$ cat src/common/tft_pkg.sv
package tft_pkg;

    // one spi frame: command or register byte on top, data byte below
    typedef logic [15:0] frame_t;
    typedef logic [7:0]  byte_t;

    // ra8875 read-data command prefix
    localparam byte_t CMD_READ = 8'h40;

    // wishbone word addresses
    localparam logic [1:0] ADDR_TX     = 2'd0;
    localparam logic [1:0] ADDR_STATUS = 2'd1;
    localparam logic [1:0] ADDR_RX     = 2'd2;

    // status word bits
    localparam int STAT_TX_FULL  = 0;
    localparam int STAT_TX_EMPTY = 1;
    localparam int STAT_RX_EMPTY = 2;
    localparam int STAT_BUSY     = 3;

    // defaults for the top level
    localparam int DEF_SCLK_HALF   = 2;
    localparam int DEF_GAP_CYCLES  = 4;
    localparam int DEF_FIFO_DEPTH  = 4;

endpackage
$ cat src/design/tft_spi_top.sv
`timescale 1ns/1ps

module tft_spi_top #(
    parameter int SCLK_HALF  = tft_pkg::DEF_SCLK_HALF,
    parameter int GAP_CYCLES = tft_pkg::DEF_GAP_CYCLES,
    parameter int DEPTH      = tft_pkg::DEF_FIFO_DEPTH
) (
    input  logic        clk,
    input  logic        nrst,
    // wishbone slave
    input  logic        cyc,
    input  logic        stb,
    input  logic        we,
    input  logic [1:0]  adr,
    input  logic [15:0] dat_w,
    output logic [15:0] dat_r,
    output logic        ack,
    // ra8875 spi
    output logic        cs,
    output logic        sclk,
    output logic        mosi,
    input  logic        miso
);

    logic            tx_push;
    tft_pkg::frame_t tx_wdata;
    logic            tx_full;
    logic            tx_empty;
    logic            tx_pop;
    tft_pkg::frame_t tx_rdata;

    logic            rx_push;
    tft_pkg::byte_t  rx_wdata;
    logic            rx_empty;
    logic            rx_pop;
    tft_pkg::byte_t  rx_rdata;

    logic            busy;

    tft_wb_regs wb_regs (
        .clk      (clk),
        .nrst     (nrst),
        .cyc      (cyc),
        .stb      (stb),
        .we       (we),
        .adr      (adr),
        .dat_w    (dat_w),
        .dat_r    (dat_r),
        .ack      (ack),
        .tx_full  (tx_full),
        .tx_empty (tx_empty),
        .tx_push  (tx_push),
        .tx_data  (tx_wdata),
        .rx_data  (rx_rdata),
        .rx_empty (rx_empty),
        .rx_pop   (rx_pop),
        .busy     (busy)
    );

    tft_fifo #(
        .payload_t (tft_pkg::frame_t),
        .DEPTH     (DEPTH)
    ) tx_fifo (
        .clk     (clk),
        .nrst    (nrst),
        .wr_en   (tx_push),
        .wr_data (tx_wdata),
        .rd_en   (tx_pop),
        .rd_data (tx_rdata),
        .full    (tx_full),
        .empty   (tx_empty)
    );

    // a full rx queue drops the byte
    tft_fifo #(
        .payload_t (tft_pkg::byte_t),
        .DEPTH     (DEPTH)
    ) rx_fifo (
        .clk     (clk),
        .nrst    (nrst),
        .wr_en   (rx_push),
        .wr_data (rx_wdata),
        .rd_en   (rx_pop),
        .rd_data (rx_rdata),
        .full    (),
        .empty   (rx_empty)
    );

    tft_spi_master #(
        .SCLK_HALF  (SCLK_HALF),
        .GAP_CYCLES (GAP_CYCLES)
    ) spi_master (
        .clk      (clk),
        .nrst     (nrst),
        .tx_empty (tx_empty),
        .tx_data  (tx_rdata),
        .tx_pop   (tx_pop),
        .rx_push  (rx_push),
        .rx_data  (rx_wdata),
        .busy     (busy),
        .cs       (cs),
        .sclk     (sclk),
        .mosi     (mosi),
        .miso     (miso)
    );

endmodule

$ cat src/spi/tft_spi_master.sv
`timescale 1ns/1ps

module tft_spi_master #(
    parameter int SCLK_HALF  = 2,
    parameter int GAP_CYCLES = 4
) (
    input  logic            clk,
    input  logic            nrst,
    // frame queue
    input  logic            tx_empty,
    input  tft_pkg::frame_t tx_data,
    output logic            tx_pop,
    // byte queue
    output logic            rx_push,
    output tft_pkg::byte_t  rx_data,
    output logic            busy,
    // ra8875 pins
    output logic            cs,
    output logic            sclk,
    output logic            mosi,
    input  logic            miso
);

    localparam int MAXT = (SCLK_HALF > GAP_CYCLES) ? SCLK_HALF : GAP_CYCLES;
    localparam int TW   = $clog2(MAXT + 1);

    typedef enum logic [1:0] {
        IDLE  = 2'd0,   // wait for a queued frame
        SHIFT = 2'd1,   // 16 serial clocks
        GAP   = 2'd2    // cs held high between frames
    } state_t;

    state_t          state;
    logic [TW-1:0]   tick;
    logic [4:0]      bit_cnt;
    tft_pkg::frame_t shreg;
    tft_pkg::byte_t  rx_shift;
    logic            is_read;
    logic            half_done;
    logic            last_fall;

    assign tx_pop    = (state == IDLE) && !tx_empty;
    assign busy      = (state != IDLE) || tx_pop;
    assign half_done = (state == SHIFT) && (tick == TW'(SCLK_HALF - 1));
    assign last_fall = half_done && sclk && (bit_cnt == 5'd16);
    assign mosi      = shreg[15];   // msb first, moves on falling edges
    assign rx_push   = last_fall && is_read;
    assign rx_data   = rx_shift;

    always_ff @(posedge clk) begin
        if (!nrst) begin
            state   <= IDLE;
            tick    <= '0;
            bit_cnt <= '0;
            sclk    <= 1'b0;
            cs      <= 1'b1;
            shreg   <= '0;
            is_read <= 1'b0;
        end else begin
            case (state)
                IDLE: begin
                    if (tx_pop) begin
                        shreg   <= tx_data;
                        is_read <= (tx_data[15:8] == tft_pkg::CMD_READ);
                        cs      <= 1'b0;
                        tick    <= '0;
                        bit_cnt <= '0;
                        state   <= SHIFT;
                    end
                end
                SHIFT: begin
                    if (half_done) begin
                        tick <= '0;
                        sclk <= !sclk;
                        if (!sclk) begin
                            bit_cnt <= bit_cnt + 1'b1;   // rising edge
                        end else begin
                            shreg <= shreg << 1;   // empties to zero after bit 0
                            if (last_fall) begin
                                cs    <= 1'b1;
                                state <= GAP;
                            end
                        end
                    end else begin
                        tick <= tick + 1'b1;
                    end
                end
                GAP: begin
                    if (tick == TW'(GAP_CYCLES - 1)) begin
                        tick  <= '0;
                        state <= IDLE;
                    end else begin
                        tick <= tick + 1'b1;
                    end
                end
                default: state <= IDLE;
            endcase
        end
    end

    // sample miso on rising sclk, last 8 bits are the reply
    always_ff @(posedge clk) begin
        if (half_done && !sclk) begin
            rx_shift <= {rx_shift[6:0], miso};
        end
    end

endmodule

$ cat src/design/tft_wb_regs.sv
`timescale 1ns/1ps

module tft_wb_regs (
    input  logic           clk,
    input  logic           nrst,
    // wishbone classic slave
    input  logic           cyc,
    input  logic           stb,
    input  logic           we,
    input  logic [1:0]     adr,
    input  logic [15:0]    dat_w,
    output logic [15:0]    dat_r,
    output logic           ack,
    // transmit fifo write side
    input  logic           tx_full,
    input  logic           tx_empty,
    output logic           tx_push,
    output tft_pkg::frame_t tx_data,
    // receive fifo read side
    input  tft_pkg::byte_t rx_data,
    input  logic           rx_empty,
    output logic           rx_pop,
    input  logic           busy
);

    logic        req;
    logic        tx_sel;
    logic        rx_sel;
    logic        stall;
    logic        accept;
    logic [15:0] status;
    logic [15:0] rd_word;

    assign req    = cyc && stb && !ack;   // !ack keeps one ack per request
    assign tx_sel = (adr == tft_pkg::ADDR_TX);
    assign rx_sel = (adr == tft_pkg::ADDR_RX);

    // tx write waits while the frame queue is full
    assign stall  = we && tx_sel && tx_full;
    assign accept = req && !stall;

    assign tx_push = accept && we && tx_sel;
    assign tx_data = dat_w;
    assign rx_pop  = accept && !we && rx_sel && !rx_empty;

    always_comb begin
        status = '0;
        status[tft_pkg::STAT_TX_FULL]  = tx_full;
        status[tft_pkg::STAT_TX_EMPTY] = tx_empty;
        status[tft_pkg::STAT_RX_EMPTY] = rx_empty;
        status[tft_pkg::STAT_BUSY]     = busy;
    end

    always_comb begin
        rd_word = '0;
        case (adr)
            tft_pkg::ADDR_STATUS: rd_word = status;
            tft_pkg::ADDR_RX: begin
                if (!rx_empty) rd_word = {8'h00, rx_data};   // empty reads as zero
            end
            default: rd_word = '0;
        endcase
    end

    always_ff @(posedge clk) begin
        if (!nrst) begin
            ack <= 1'b0;
        end else begin
            ack <= accept;
        end
    end

    // read data lines up with ack
    always_ff @(posedge clk) begin
        if (accept && !we) begin
            dat_r <= rd_word;
        end
    end

endmodule

$ cat src/design/tft_fifo.sv
`timescale 1ns/1ps

module tft_fifo #(
    parameter type payload_t = logic [7:0],
    parameter int  DEPTH     = 4
) (
    input  logic     clk,
    input  logic     nrst,
    input  logic     wr_en,
    input  payload_t wr_data,
    input  logic     rd_en,
    output payload_t rd_data,
    output logic     full,
    output logic     empty
);

    localparam int AW = (DEPTH > 1) ? $clog2(DEPTH) : 1;
    localparam int CW = $clog2(DEPTH + 1);

    payload_t      mem [DEPTH];
    logic [AW-1:0] wr_ptr;
    logic [AW-1:0] rd_ptr;
    logic [CW-1:0] count;
    logic          do_wr;
    logic          do_rd;

    // wraps at DEPTH, so depth need not be a power of two
    function automatic logic [AW-1:0] next_ptr(input logic [AW-1:0] p);
        return (p == AW'(DEPTH - 1)) ? '0 : p + 1'b1;
    endfunction

    assign do_wr   = wr_en && !full;   // overflow ignored
    assign do_rd   = rd_en && !empty;
    assign full    = (count == CW'(DEPTH));
    assign empty   = (count == '0);
    assign rd_data = mem[rd_ptr];       // head always visible

    always_ff @(posedge clk) begin
        if (do_wr) begin
            mem[wr_ptr] <= wr_data;
        end
    end

    always_ff @(posedge clk) begin
        if (!nrst) begin
            wr_ptr <= '0;
            rd_ptr <= '0;
            count  <= '0;
        end else begin
            if (do_wr) wr_ptr <= next_ptr(wr_ptr);
            if (do_rd) rd_ptr <= next_ptr(rd_ptr);
            case ({do_wr, do_rd})
                2'b10:   count <= count + 1'b1;
                2'b01:   count <= count - 1'b1;
                default: count <= count;
            endcase
        end
    end

endmodule

$ cat config.mk
export PLATFORM = sky130hd
export DESIGN_NAME = tft_spi_top
export DESIGN_NICKNAME = d
export VERILOG_FILES = /design/src/common/tft_pkg.sv /design/src/design/tft_spi_top.sv /design/src/spi/tft_spi_master.sv /design/src/design/tft_wb_regs.sv /design/src/design/tft_fifo.sv
export SDC_FILE = /design/constraint.sdc
export NUM_CORES = 1
export LEC_CHECK = 0
export BUFFER_PORTS_ARGS = -buffer_cell sky130_fd_sc_hd__buf_2
export CORE_ASPECT_RATIO = 1.4
export CORE_UTILIZATION = 45
export CTS_CLUSTER_SIZE = 24
export DETAILED_ROUTE_END_ITERATION = 16
export PLACE_DENSITY = 0.67
export RECOVER_POWER = 50
export SYNTH_ARGS = -nofsm -noshare
export SYNTH_HDL_FRONTEND = slang
export SYNTH_SLANG_ARGS = --single-unit
$ cat constraint.sdc
create_clock -name clk -period 3 [get_ports clk]
set_input_delay 0.45 -clock clk [delete_from_list [all_inputs] [get_ports clk]]
set_output_delay 0.45 -clock clk [all_outputs]
set_load 0.05 [all_outputs]
==> summary.md <==
The count of clock tree sinks is 160, and the power density of the placed cells is 746 nW/µm². The worst register-to-register path begins at tx_fifo.count[2]$_SDFFE_PN0P_. I/O pin count: 44. Yosys mapped a number of flops with a built-in enable equal to 112. In this run the vertical extent of the chip is 147 µm.

The startpoint of the tightest hold check path was miso. Library cell with the largest summed area after synthesis: sky130_fd_sc_hd__edfxtp_1. In this run the cell area of the synthesized design comes to 6740 µm².

The routed design has 11.5 mm of wire. The first TritonRoute pass finished after 5 iterations. Setup repair after global routing left no endpoint under its margin.

Ranked by instance count, the synthesized netlist is headed by sky130_fd_sc_hd__edfxtp_1 (112), sky130_fd_sc_hd__dfxtp_1 (48), sky130_fd_sc_hd__nand2_1 (48). After technology mapping, the gate count stands at 472. The number of maximum-capacitance violations was 0. The sequential cell area fraction in the yosys report came out at 0.641. TritonCTS built the clock tree. Peak supply drop: 694 µV. The number of antenna diodes in the final layout is 0. The run finished with clean final reports. The tools report the post-CTS setup buffer count as 0. Post-synthesis area per instance: 14.3 µm². The worst setup path is launched from a flip-flop.

The path category of the worst min-delay check was input pin to flip-flop. The share of the clock period used by the worst path after layout came out at 0.889. The run gives 719 as the count of placed standard cells in the final layout, fillers left out. The async set or reset register ratio after synthesis is 0, and the number of instances resized during post-cts repair is 0.

The logs give 0.43 ns for the latest clock arrival within the worst-skew pair and 52 for the number of placement rows. Detailed placement finished with a half-perimeter wire length of 7.71 mm. The most frequently used cell type in the post-synthesis netlist was sky130_fd_sc_hd__edfxtp_1. The detail-routed net length per standard cell was 15.9 µm; the post-cts hold buffer count was 0. The run gives 0.463 as the initial core utilization.

Clock tree root buffer cell: sky130_fd_sc_hd__clkbuf_16. From left edge to right edge, the die measures 105 µm. In the routed layout, each cell is associated on average with a via count of 5.31.

The die covers 15500 µm². The number of cell instances on the worst register-to-register path came out at 10. Counting along the longest clock path gives a buffer depth of 2.

The total overflow left after global routing is 0. The worst slew margin relative to its limit was 0.194; the static leakage power was 2.63 nW. The tools report the worst-case hold path end point as spi_master.rx_data[0]$_DFFE_PP_.

After detailed placement, the design holds a cell count of 687. Along the worst path, the maximum fanout reaches 7. The setup slack after placement came out at 0.347 ns.

STA puts the critical path data arrival time at 3.02 ns. For this block, the via count after detailed routing is 3817. The final setup violation count came out at 0. The worst setup path is of the flip-flop to flip-flop kind. After synthesis the netlist holds a flip-flop and latch count of 160. The tools report the count of cell types in the netlist as 49. Number of antenna violations at the first check in global routing: 0.

At the worst endpoint, the required time is 3.35 ns. The ratio of cells with drive above 1 in the final layout was 0.121; the H-tree depth was 4. The net count of the finished layout is 567.

The first global-routing pass estimated 18.7 mm of wire. The run gives 0.0110 ns as the final clock skew. After filler insertion, the fill cell instance count of the layout stands at 1218. Total track usage: 0.159. The top cell type's share of synthesized area came out at 0.499. For this run, the top clock speed supported by timing is 375 MHz. STA classifies the critical path endpoint as a flip-flop.

The run gives 0.33 ns as the worst-case register-to-register setup slack. The max-slew violation count was 0; the number of instances on the worst hold path was 1. The post-layout utilization of the core was 0.527; the final worst slack was 0.333 ns. For the total power consumption of the routed design, the log shows 5.73 mW. In the synthesized netlist the dominant register cell turns out to be sky130_fd_sc_hd__edfxtp_1. The number of input and output port buffers inserted was 35; the number of buffers inserted during clock tree synthesis was 17. The actual transition at the worst max-transition pin was 1.21 ns; the final critical delay including setup and external delays was 2.67 ns.

The setup TNS was 0 ns; the number of DRC markers after the initial detailed-route iteration was 164. The number of global-route vias before repair is 3924, and the hold violation total from the final report is 0. In the post-synthesis netlist, the biggest area contributors are sky130_fd_sc_hd__edfxtp_1 (50%), sky130_fd_sc_hd__dfxtp_1 (14%), sky130_fd_sc_hd__mux4_1 (5.5%).

The congestion estimate from routability-driven global placement came to 0.763. Entering global routing, the biggest net connects 31 pins. Number of design rule violations left after detail routing: 0. Terminus of the critical flop-to-flop path: tx_fifo.count[2]$_SDFFE_PN0P_. After clock tree synthesis, the clock-pin slew on the worst setup and hold paths is 0.07 ns.

The detail route stage leaves a number of antenna-violating nets equal to 0. Relative to the synthesized area, the layout overhead comes to 14.0%. The total of warnings raised by yosys is 0, and the core area is 14600 µm².
-- cell usage in the layout (no fill, tap or decap), drive strengths merged, types with 2 or more instances in the layout --
master,synthesis,routed
nand2,48,48
o21ai,10,10
and3,4,4
ha,24,24
clkinv,0,7
or3,9,9
mux2i,4,4
a311oi,16,16
nand3,2,2
nand3b,2,2
inv,28,35
mux4,24,24
clkbuf,9,46
o211ai,3,3
and2,10,10
edfxtp,112,112
nor4b,3,3
nor2b,9,9
conb,1,8
nor3,3,3
a22oi,4,4
fa,2,2
a32oi,2,2
nor3b,2,2
a21oi,18,18
a2111oi,2,2
dfxtp,48,48
nand2b,2,2
buf,19,18
xor2,6,6
nor2,33,33
-- cells by family (layout without fill, tap and decap cells) --
family	Yosys count	count (layout)	share of synthesized area
other	1	8	0.000556
DFF	160	160	0.641
AOI/OAI and AO/OA	59	59	0.0609
buffers and inverters	56	107	0.0408
xor gates and xnor gates	7	7	0.00909
muxes	28	28	0.0939
adders and majority gates	26	26	0.0505
and+or+nand+nor	135	135	0.103
-- through the flow --
| step | instance area [µm²] | hold slack [ns] |
|---|---|---|
| finish | 7690 | 0.201 |
| global route | 7690 | 0.196 |
| CTS | 7730 | 0.184 |
| detailed placement | 7100 | 0.469 |
| global placement | 7100 | 0.458 |
| floorplan | 6770 | 0.448 |
-- critical path, cell delays in order (launching register included) --
cell and delay (ns):
sky130_fd_sc_hd__dfxtp_1 0.42, sky130_fd_sc_hd__nor3b_1 0.48, sky130_fd_sc_hd__nor3_1 0.13, sky130_fd_sc_hd__clkbuf_1 0.22
sky130_fd_sc_hd__inv_1 0.10, sky130_fd_sc_hd__ha_1 0.18, sky130_fd_sc_hd__inv_1 0.06, sky130_fd_sc_hd__fa_1 0.37
sky130_fd_sc_hd__xor2_1 0.16, sky130_fd_sc_hd__or3_1 0.32, sky130_fd_sc_hd__a21oi_1 0.17
-- per-layer routing --
layer	routed length, µm	vias up	GRT usage	part of all wire
met1	4540	1858	0.174	0.40
met5	0	-	0	0
li1	-	1842	-	-
met2	6130	95	0.287	0.53
met3	504	22	0.0355	0.044
met4	280	0	0.0824	0.024
-- where the power goes --
group | switching [mW] | total (mW) | internal, mW
sequential | 0.0913 | 2.56 | 2.46
combinational | 0.636 | 1.02 | 0.381
clock | 1.02 | 2.16 | 1.14
-- area by class of cell --
cell class / count / area, µm² / share of cell area
Inverter: 28 / 105 / 0.0137
Multi-Input combinational cell: 263 / 2170 / 0.283
Timing Repair Buffer: 47 / 224 / 0.0291
Tap cell: 189 / 236 / 0.0308
Clock buffer: 17 / 425 / 0.0553
Clock inverter: 15 / 198 / 0.0257
Sequential cell: 160 / 4320 / 0.563
-- state kept, by name, summed over array words and instances (netlist names), named ones only --
name	count
rx_fifo.count	3
wb_regs.dat_r	8
spi_master.shreg	16
wb_regs.ack	1
tx_fifo.rd_ptr	2
spi_master.is_read	1
spi_master.bit_cnt	5
spi_master.tick	3
rx_fifo.mem	32
spi_master.rx_data	8
spi_master.sclk	1
rx_fifo.wr_ptr	2
spi_master.state	2
rx_fifo.rd_ptr	2
tx_fifo.wr_ptr	2
tx_fifo.mem	64
spi_master.cs	1
tx_fifo.count	3
-- worst max-delay path by stage --
| stage | start | endpoint | slack (ns) | depth (start not counted) |
|---|---|---|---|---|
| 2_1_floorplan | spi_master.sclk$_SDFFE_PN0P_ | rx_fifo.count[2]$_SDFFE_PN0P_ | 0.49 | 10 |
| 3_3_place_gp | adr[0] | rx_fifo.count[2]$_SDFFE_PN0P_ | 0.42 | 12 |
| 3_5_place_dp | adr[0] | rx_fifo.count[2]$_SDFFE_PN0P_ | 0.35 | 12 |
| 4_1_cts | tx_fifo.count[2]$_SDFFE_PN0P_ | tx_fifo.count[2]$_SDFFE_PN0P_ | 0.40 | 10 |
| 5_1_grt | tx_fifo.count[2]$_SDFFE_PN0P_ | tx_fifo.count[2]$_SDFFE_PN0P_ | 0.18 | 10 |
| 6_report | tx_fifo.count[2]$_SDFFE_PN0P_ | tx_fifo.count[2]$_SDFFE_PN0P_ | 0.33 | 10 |
Note: power is estimated with default switching activity, not from simulation.
